===== config.mk =====
export PLATFORM = sky130hd
export DESIGN_NAME = back_end_core
export DESIGN_NICKNAME = d
export VERILOG_FILES = /design/src/verilog/core_cfg_pkg.sv /design/src/verilog/core_types_pkg.sv /design/src/verilog/retire_if.sv /design/src/verilog/store_write_if.sv /design/src/verilog/back_end_core.sv /design/src/verilog/completion_unit.sv /design/src/verilog/reorder_buffer.sv /design/src/verilog/store_buffer.sv
export SDC_FILE = /design/constraint.sdc
export NUM_CORES = 2
export LEC_CHECK = 0
export BUFFER_PORTS_ARGS = -buffer_cell sky130_fd_sc_hd__buf_4
export CAP_MARGIN = 15
export CORE_ASPECT_RATIO = 0.5
export CORE_MARGIN = 2
export CORE_UTILIZATION = 40
export CTS_CLUSTER_SIZE = 30
export DETAILED_ROUTE_END_ITERATION = 16
export GPL_ROUTABILITY_DRIVEN = 0
export GPL_TIMING_DRIVEN = 1
export PLACE_DENSITY = 0.65
export SLEW_MARGIN = 40
export SYNTH_ARGS = -nofsm -noshare
export SYNTH_HDL_FRONTEND = slang
export SYNTH_HIERARCHICAL = 1
export SYNTH_SLANG_ARGS = --single-unit

===== constraint.sdc =====
create_clock -name clk -period 28.5 [get_ports clk]
set_input_delay 2.85 -clock clk [delete_from_list [all_inputs] [get_ports clk]]
set_output_delay 2.85 -clock clk [all_outputs]
set_load 0.02 [all_outputs]

===== src/verilog/core_cfg_pkg.sv =====
`default_nettype none

package core_cfg_pkg;

    //////////////////////////////
    // Datapath widths
    //////////////////////////////

    // One machine word, used for both store addresses and data
    localparam int XLEN = 32;

    // Architectural destination register index
    localparam int REG_ADDR_W = 5;

    //////////////////////////////
    // Default table depths
    //////////////////////////////

    // Reorder buffer entries, power of two
    localparam int ROB_DEPTH_DEF = 16;

    // Store buffer entries, power of two
    localparam int SB_DEPTH_DEF = 8;

    // The back end retires at most two entries per cycle,
    // so the store buffer must hold at least two stores
    // for both retire slots to be usable with stores

endpackage

`default_nettype wire


===== src/verilog/core_types_pkg.sv =====
`default_nettype none

package core_types_pkg;

    //////////////////////////////
    // Tags
    //////////////////////////////

    // Width of a reorder buffer index at the default depth
    localparam int TAG_W = $clog2(core_cfg_pkg::ROB_DEPTH_DEF);

    // Reorder buffer index, handed out at allocation
    typedef logic [TAG_W-1:0] rob_tag_t;

    //////////////////////////////
    // Entry payloads
    //////////////////////////////

    // Finished instruction as held in the reorder buffer
    // Store flag on top, then rd, then address and data (70 bits)
    typedef struct packed {
        logic                                is_store;
        logic [core_cfg_pkg::REG_ADDR_W-1:0] rd;
        logic [core_cfg_pkg::XLEN-1:0]       addr;
        logic [core_cfg_pkg::XLEN-1:0]       data;
    } rob_entry_t;

    // Buffered store waiting for memory
    // Address in the upper word, data in the lower word
    typedef struct packed {
        logic [core_cfg_pkg::XLEN-1:0] addr;
        logic [core_cfg_pkg::XLEN-1:0] data;
    } store_entry_t;

endpackage

`default_nettype wire


===== src/verilog/retire_if.sv =====
`timescale 1ns/1ps
`default_nettype none

// Two retire slots from the reorder buffer to the completion stage
// Slot 0 is the older entry; slot 1 only valid together with slot 0
// A valid slot means the entry leaves the ROB at this edge
interface retire_if;

    logic                     retire_valid_0;
    logic                     retire_valid_1;
    core_types_pkg::rob_entry_t retire_entry_0;
    core_types_pkg::rob_entry_t retire_entry_1;

    // Reorder buffer side
    modport source (
        output retire_valid_0, retire_valid_1,
        output retire_entry_0, retire_entry_1
    );

    // Completion stage side
    modport sink (
        input retire_valid_0, retire_valid_1,
        input retire_entry_0, retire_entry_1
    );

endinterface

`default_nettype wire


===== src/verilog/store_write_if.sv =====
`timescale 1ns/1ps
`default_nettype none

// Two store buffer write ports, driven by the completion stage
// Write 0 always carries the older store
interface store_write_if;

    logic                         wr_en_0;
    logic                         wr_en_1;
    core_types_pkg::store_entry_t wr_entry_0;
    core_types_pkg::store_entry_t wr_entry_1;

    // Completion stage side
    modport source (
        output wr_en_0, wr_en_1, wr_entry_0, wr_entry_1
    );

    // Store buffer side
    modport sink (
        input wr_en_0, wr_en_1, wr_entry_0, wr_entry_1
    );

endinterface

`default_nettype wire

===== src/verilog/back_end_core.sv =====
`timescale 1ns/1ps
`default_nettype none

module back_end_core #(
    parameter int ROB_DEPTH = core_cfg_pkg::ROB_DEPTH_DEF,
    parameter int SB_DEPTH  = core_cfg_pkg::SB_DEPTH_DEF
) (
    input  wire logic                               clk,
    input  wire logic                               rst_n,
    // Allocation
    input  wire logic                               alloc,
    output core_types_pkg::rob_tag_t                alloc_tag,
    output logic                                    rob_full,
    // Execution results
    input  wire logic                               fin_valid,
    input  wire core_types_pkg::rob_tag_t           fin_tag,
    input  wire logic                               fin_is_store,
    input  wire logic [core_cfg_pkg::REG_ADDR_W-1:0] fin_rd,
    input  wire logic [core_cfg_pkg::XLEN-1:0]      fin_addr,
    input  wire logic [core_cfg_pkg::XLEN-1:0]      fin_data,
    // Register updates
    output logic                                    upd_en_a,
    output logic [core_cfg_pkg::REG_ADDR_W-1:0]     upd_rd_a,
    output logic [core_cfg_pkg::XLEN-1:0]           upd_data_a,
    output logic                                    upd_en_b,
    output logic [core_cfg_pkg::REG_ADDR_W-1:0]     upd_rd_b,
    output logic [core_cfg_pkg::XLEN-1:0]           upd_data_b,
    // Memory side of the store buffer
    output logic                                    mem_store_valid,
    output logic [core_cfg_pkg::XLEN-1:0]           mem_store_addr,
    output logic [core_cfg_pkg::XLEN-1:0]           mem_store_data,
    input  wire logic                               store_finish,
    input  wire logic [core_cfg_pkg::XLEN-1:0]      store_fin_addr
);

    core_types_pkg::rob_entry_t fin_entry;
    logic [1:0]                 sb_free;

    retire_if      u_retire ();
    store_write_if u_sb_wr ();

    // Result fields packed into one entry
    assign fin_entry = '{is_store: fin_is_store, rd: fin_rd, addr: fin_addr, data: fin_data};

    reorder_buffer #(.ROB_DEPTH(ROB_DEPTH)) i_rob (
        .clk, .rst_n, .alloc, .alloc_tag, .rob_full,
        .fin_valid, .fin_tag, .fin_entry, .sb_free,
        .retire (u_retire.source)
    );

    completion_unit i_cmp (
        .clk, .rst_n,
        .retire (u_retire.sink),
        .sb_wr  (u_sb_wr.source),
        .upd_en_a, .upd_en_b, .upd_rd_a, .upd_rd_b, .upd_data_a, .upd_data_b
    );

    store_buffer #(.SB_DEPTH(SB_DEPTH)) i_sb (
        .clk, .rst_n,
        .sb_wr (u_sb_wr.sink),
        .sb_free, .mem_store_valid, .mem_store_addr, .mem_store_data,
        .store_finish, .store_fin_addr
    );

endmodule

`default_nettype wire


===== src/verilog/completion_unit.sv =====
`timescale 1ns/1ps
`default_nettype none

module completion_unit (
    input  wire logic                               clk,
    input  wire logic                               rst_n,
    retire_if.sink                                  retire,
    store_write_if.source                           sb_wr,
    output logic                                    upd_en_a,
    output logic                                    upd_en_b,
    output logic [core_cfg_pkg::REG_ADDR_W-1:0]     upd_rd_a,
    output logic [core_cfg_pkg::REG_ADDR_W-1:0]     upd_rd_b,
    output logic [core_cfg_pkg::XLEN-1:0]           upd_data_a,
    output logic [core_cfg_pkg::XLEN-1:0]           upd_data_b
);

    logic                         st_0;
    logic                         st_1;
    core_types_pkg::store_entry_t se_0;
    core_types_pkg::store_entry_t se_1;

    //////////////////////////////
    // Store path
    //////////////////////////////

    assign st_0 = retire.retire_valid_0 & retire.retire_entry_0.is_store;
    assign st_1 = retire.retire_valid_1 & retire.retire_entry_1.is_store;

    assign se_0 = '{addr: retire.retire_entry_0.addr, data: retire.retire_entry_0.data};
    assign se_1 = '{addr: retire.retire_entry_1.addr, data: retire.retire_entry_1.data};

    // Compact onto write 0 when only the younger slot is a store
    assign sb_wr.wr_en_0    = st_0 | st_1;
    assign sb_wr.wr_entry_0 = st_0 ? se_0 : se_1;
    assign sb_wr.wr_en_1    = st_0 & st_1;
    assign sb_wr.wr_entry_1 = se_1;

    //////////////////////////////
    // Register update path
    //////////////////////////////

    // Port A follows slot 0, port B follows slot 1
    always_ff @(posedge clk or negedge rst_n) begin
        if (!rst_n) begin
            upd_en_a   <= 1'b0;
            upd_en_b   <= 1'b0;
            upd_rd_a   <= '0;
            upd_rd_b   <= '0;
            upd_data_a <= '0;
            upd_data_b <= '0;
        end else begin
            upd_en_a   <= retire.retire_valid_0 & ~retire.retire_entry_0.is_store;
            upd_en_b   <= retire.retire_valid_1 & ~retire.retire_entry_1.is_store;
            // Idle ports read as zero
            upd_rd_a   <= (retire.retire_valid_0 & ~st_0) ? retire.retire_entry_0.rd : '0;
            upd_rd_b   <= (retire.retire_valid_1 & ~st_1) ? retire.retire_entry_1.rd : '0;
            upd_data_a <= (retire.retire_valid_0 & ~st_0) ? retire.retire_entry_0.data : '0;
            upd_data_b <= (retire.retire_valid_1 & ~st_1) ? retire.retire_entry_1.data : '0;
        end
    end

endmodule

`default_nettype wire


===== src/verilog/reorder_buffer.sv =====
`timescale 1ns/1ps
`default_nettype none

module reorder_buffer #(
    parameter int ROB_DEPTH = 16
) (
    input  wire logic                       clk,
    input  wire logic                       rst_n,
    input  wire logic                       alloc,
    output core_types_pkg::rob_tag_t        alloc_tag,
    output logic                            rob_full,
    input  wire logic                       fin_valid,
    input  wire core_types_pkg::rob_tag_t   fin_tag,
    input  wire core_types_pkg::rob_entry_t fin_entry,
    input  wire logic [1:0]                 sb_free,
    retire_if.source                        retire
);

    localparam int TAG_W = $clog2(ROB_DEPTH);
    localparam int CNT_W = TAG_W + 1;

    // Entry table, written only when an instruction finishes
    core_types_pkg::rob_entry_t entries [ROB_DEPTH];

    // Per-entry state
    logic [ROB_DEPTH-1:0] busy;
    logic [ROB_DEPTH-1:0] finished;

    // Circular pointers and occupancy
    logic [TAG_W-1:0] head;
    logic [TAG_W-1:0] tail;
    logic [CNT_W-1:0] count;

    logic [TAG_W-1:0] head_p1;
    logic [TAG_W-1:0] fin_idx;
    logic             alloc_fire;
    logic             fin_fire;
    logic             fin_0;
    logic             fin_1;
    logic             st_0;
    logic             st_1;
    logic             ret_0;
    logic             ret_1;

    //////////////////////////////
    // Allocation and finish
    //////////////////////////////

    assign rob_full   = (count == CNT_W'(ROB_DEPTH));
    assign alloc_tag  = core_types_pkg::rob_tag_t'(tail);
    // Requests while full are dropped
    assign alloc_fire = alloc & ~rob_full;

    assign fin_idx  = fin_tag[TAG_W-1:0];
    // Only a busy entry that has not finished yet accepts a result
    assign fin_fire = fin_valid & busy[fin_idx] & ~finished[fin_idx];

    //////////////////////////////
    // Retire decision
    //////////////////////////////

    assign head_p1 = head + TAG_W'(1);

    // Finished implies busy
    assign fin_0 = finished[head];
    assign fin_1 = finished[head_p1];
    assign st_0  = entries[head].is_store;
    assign st_1  = entries[head_p1].is_store;

    // Older slot needs one free store slot if it is a store
    assign ret_0 = fin_0 & (~st_0 | sb_free[0]);

    // Younger slot needs two free slots when both are stores
    assign ret_1 = ret_0 & fin_1 & (~st_1 | (st_0 ? sb_free[1] : sb_free[0]));

    assign retire.retire_valid_0 = ret_0;
    assign retire.retire_valid_1 = ret_1;
    assign retire.retire_entry_0 = entries[head];
    assign retire.retire_entry_1 = entries[head_p1];

    //////////////////////////////
    // State update
    //////////////////////////////

    // Payload written at finish
    always_ff @(posedge clk) begin
        if (fin_fire) begin
            entries[fin_idx] <= fin_entry;
        end
    end

    always_ff @(posedge clk or negedge rst_n) begin
        if (!rst_n) begin
            busy     <= '0;
            finished <= '0;
            head     <= '0;
            tail     <= '0;
            count    <= '0;
        end else begin
            // Claim the tail entry
            if (alloc_fire) begin
                busy[tail]     <= 1'b1;
                finished[tail] <= 1'b0;
                tail           <= tail + TAG_W'(1);
            end

            if (fin_fire) begin
                finished[fin_idx] <= 1'b1;
            end

            // Retired entries never overlap the tail or the finish index
            if (ret_0) begin
                busy[head]     <= 1'b0;
                finished[head] <= 1'b0;
            end
            if (ret_1) begin
                busy[head_p1]     <= 1'b0;
                finished[head_p1] <= 1'b0;
            end

            head  <= head + TAG_W'(ret_0) + TAG_W'(ret_1);
            count <= count + CNT_W'(alloc_fire) - CNT_W'(ret_0) - CNT_W'(ret_1);
        end
    end

endmodule

`default_nettype wire


===== src/verilog/store_buffer.sv =====
`timescale 1ns/1ps
`default_nettype none

module store_buffer #(
    parameter int SB_DEPTH = 8
) (
    input  wire logic                       clk,
    input  wire logic                       rst_n,
    store_write_if.sink                     sb_wr,
    output logic [1:0]                      sb_free,
    output logic                            mem_store_valid,
    output logic [core_cfg_pkg::XLEN-1:0]   mem_store_addr,
    output logic [core_cfg_pkg::XLEN-1:0]   mem_store_data,
    input  wire logic                       store_finish,
    input  wire logic [core_cfg_pkg::XLEN-1:0] store_fin_addr
);

    localparam int IDX_W = $clog2(SB_DEPTH);

    core_types_pkg::store_entry_t stores [SB_DEPTH];
    logic [SB_DEPTH-1:0]          busy;

    logic [IDX_W-1:0] free_idx_0;
    logic [IDX_W-1:0] free_idx_1;
    logic             free_ok_0;
    logic             free_ok_1;
    logic [IDX_W-1:0] rel_idx;
    logic             rel_hit;
    logic [IDX_W-1:0] off_idx;
    logic             off_ok;

    //////////////////////////////
    // Searches
    //////////////////////////////

    // Free slots; ascending scan leaves the highest in slot 0
    // and the one below it in slot 1
    always_comb begin
        free_idx_0 = '0;
        free_idx_1 = '0;
        free_ok_0  = 1'b0;
        free_ok_1  = 1'b0;
        for (int i = 0; i < SB_DEPTH; i++) begin
            if (!busy[i]) begin
                free_idx_1 = free_idx_0;
                free_ok_1  = free_ok_0;
                free_idx_0 = IDX_W'(i);
                free_ok_0  = 1'b1;
            end
        end
    end

    // Release match by address, highest busy index wins
    always_comb begin
        rel_idx = '0;
        rel_hit = 1'b0;
        for (int i = 0; i < SB_DEPTH; i++) begin
            if (busy[i] && (stores[i].addr == store_fin_addr)) begin
                rel_idx = IDX_W'(i);
                rel_hit = 1'b1;
            end
        end
    end

    // Store offered to memory, highest busy index
    always_comb begin
        off_idx = '0;
        off_ok  = 1'b0;
        for (int i = 0; i < SB_DEPTH; i++) begin
            if (busy[i]) begin
                off_idx = IDX_W'(i);
                off_ok  = 1'b1;
            end
        end
    end

    // Occupancy as seen before this edge
    assign sb_free         = {free_ok_1, free_ok_0};
    assign mem_store_valid = off_ok;
    assign mem_store_addr  = stores[off_idx].addr;
    assign mem_store_data  = stores[off_idx].data;

    //////////////////////////////
    // Table update
    //////////////////////////////

    always_ff @(posedge clk) begin
        if (sb_wr.wr_en_0 && free_ok_0) begin
            stores[free_idx_0] <= sb_wr.wr_entry_0;
        end
        if (sb_wr.wr_en_1 && free_ok_1) begin
            stores[free_idx_1] <= sb_wr.wr_entry_1;
        end
    end

    // Written slots are free and the released slot is busy, never the same
    always_ff @(posedge clk or negedge rst_n) begin
        if (!rst_n) begin
            busy <= '0;
        end else begin
            if (sb_wr.wr_en_0 && free_ok_0) begin
                busy[free_idx_0] <= 1'b1;
            end
            if (sb_wr.wr_en_1 && free_ok_1) begin
                busy[free_idx_1] <= 1'b1;
            end
            if (store_finish && rel_hit) begin
                busy[rel_idx] <= 1'b0;
            end
        end
    end

endmodule

`default_nettype wire


==> out/qor.yml <==
status:
  status: "completed"
cts:
  cts.repair.resized: 0
  cts_tree: "built"
  clock_path_buffers: 3
  cts_hold_buf: 0
  path_clk_slew_ns: 0.07
  cts_num_sinks: 1761
  clk_latency_ns: 0.81
  cts_root_buffer: "clkbuf_16"
  cts_buffers: 167
  htreeDepth: 4
  cts_setup_buffers: 0
cells_and_area:
  layout_commonest_cell: "edfxtp_1"
  multi_input_area_um2: 31300
  nets: 4609
  fin_util: 0.450
  register_area_um2: 52300
  areaGrowthSynthToFinish_pct: 12.2
  drive_gt1_frac: 0.441
  final_cell_mix: "edfxtp_1 (1,632), mux4_2 (835), mux2_2 (470)"
  fill_cells: 17800
  final_cells: 7497
grt:
  antenna_found_initial: 43
  track_usage: 0.227
  grt_pass1_wl_um: 356000
  grt_pass1_vias: 47400
  grt_start_max_net_pins: 83
  grt_overflow: 0
synthesis:
  synth_xor_area_frac: 0.0274
  synth_seq_area_share: 0.610
  yosysUniqueCellTypes: 78
  synth.cell_area_um2: 85700
  synth_top_area_share: 0.572
  ys_top_cells_by_area: "edfxtp_1 (57%), mux4_2 (22%), mux2_2 (6.2%)"
  ys_warn_count: 6
  async_flop_share: 0.0733
  syn_inst: 4392
  synth_flop_cell: "edfxtp_1"
  synth_top_area_cell: "edfxtp_1"
  ys_ff_latch: 1761
  synth_compound_area_frac: 0.0104
  synth_mux_area_frac: 0.297
  synth_nets: 4523
  synthAdderAreaFrac: 0.00346
  synth-simple-area-share: 0.0234
  syn_avg_cell_area_um2: 19.5
  synth_edf_count: 1632
  synth_top_family_by_area: "multiplexers"
timing:
  rsz0062_at_grt: "no"
  slew_viol_final: 0
  skew_ns: 0.0219
  fin_crit_ns: 7.35
  tns_ns: 0
  hold_violations: 0
  max_freq_mhz: 136
  slew_headroom: 0.415
  finalSetupViolations: 0
  tightest_slew_ns: 0.877
  period_share: 0.258
critical_path:
  rr_worst_depth: 16
  crit_type: "reg2out"
  path_max_fanout: 42
  crit_required_ns: 25.65
  critPathArrivalTime_ns: 4.50
  cp-end-kind: "output pin"
  cp-start-kind: "flop"
power:
  power_leakage_nw: 31.1
  total_power_mw: 11.9
  power.density_nw_per_um2: 124
  vdd_drop_max_mv: 0.0991
floorplanning:
  start_util: 0.401
  fp.dieW_um: 658
  die_height_um: 331
  rows: 120
  dieArea_um2: 218000
  pin_count: 257
  coreArea_um2: 214000
route:
  avgViaCountPerCell: 6.23
  maxUsedRoutingLayer: "met5"
  drtIter0Drc: 6221
  wl_met2_um: 119000
  drcViolationCount: 0
  ant_nets: 0
  routed_wl_um: 251000
  vias: 46700
  wl_met1_um: 99700
  dr.pass1.iters: 6
  wl_met3_um: 25900
  drt-wirelength-per-cell_um: 33.4
min_path:
  hp-class: "reg2reg"
  whs_path_depth: 2
placement:
  io_buffer_count: 256
  dpl.hpwl_um: 155000
  dpl.cell_count: 7172
job:
  drv_cap: 0
[report_power, final]
group	total (mW)	switching (mW)	internal, mW
sequential	3.67	0.156	3.51
clock	2.25	0.973	1.28
combinational	5.98	3.29	2.69
total	11.9	4.42	7.48
[metrics by stage]
step / instance area [um^2] / setup WS, ns / hold WS (ns)
after floorplan: 85700 / 17.34 / 0.557
after global placement: 90000 / 20.54 / 0.577
after detailed placement: 90500 / 21.15 / 0.593
after CTS: 96000 / 21.01 / 0.606
after global routing: 96100 / 20.94 / 0.651
final: 96100 / 21.15 / 0.606
[final cells by class]
type / count / share of cell area
Antenna cell: 14 / 0.000365
Multi-Input combinational cell: 2147 / 0.326
Timing Repair Buffer: 367 / 0.0339
Inverter: 34 / 0.00133
Tap cell: 2867 / 0.0373
Clock buffer: 229 / 0.0495
Sequential cell: 1761 / 0.544
Clock inverter: 78 / 0.00764
[worst max-delay path, stage by stage (launching register included)]
cell	delay, ns
dfrtp_1	0.84
nor2_1	0.25
o31ai_4	0.13
buf_6	0.53
buf_4	0.67
mux4_2	0.60
mux2_2	0.33
buf_4	0.17
[registers in the layout, indices dropped and copies added (netlist names)]
name / count
i_rob/busy: 16
i_cmp/upd_en_a: 1
i_rob/alloc_tag: 4
i_rob/entries: 1120
i_cmp/upd_data_b: 32
i_cmp/upd_rd_b: 5
i_sb/stores: 512
i_cmp/upd_en_b: 1
i_cmp/upd_data_a: 32
i_cmp/upd_rd_a: 5
i_rob/finished: 16
i_rob/head: 4
i_rob/count: 5
i_sb/busy: 8
[cell families (layout without fill, tap and decap cells)]
group	count (synthesis)	count (layout)
muxes	1411	1411
and+or+nand+nor	329	329
xor gates and xnor gates	266	266
buffers and inverters	484	708
DFF	1761	1761
AOI/OAI and AO/OA	118	118
other	0	14
adders and majority gates	23	23
[worst paths after layout]
check                                            end  slack, ns      startpoint
worst min-delay path                  i_rob/count[4]       0.61  i_rob/count[3]
worst min register to register        i_rob/count[4]       0.61  i_rob/count[3]
worst max register to register    i_sb/stores[3][24]      21.44   i_rob/head[0]
worst max-delay path              mem_store_data[14]      21.15    i_sb/busy[6]
min in group asynchronous       i_cmp/upd_data_b[22]       2.10           rst_n
max in group asynchronous              i_rob/head[0]      25.14           rst_n
[synth_stat cells, drive strengths merged, types with 16 or more instances]
master	count
mux4	835
a311oi	24
mux2	576
inv	34
and2	91
xnor2	160
nand4	43
nor3	16
a21oi	31
nor2	30
xor2	106
clkbuf	208
nand2	28
nand3	33
buf	242
ha	18
nor4	39
dfrtp	129
edfxtp	1632
[layer usage]
metal	GRT usage	vias to the layer above
met5	0	-
met4	0.0598	18
met3	0.0523	344
met2	0.358	2459
met1	0.320	25500
li1	-	18400
(Power assumes the default switching activity.)
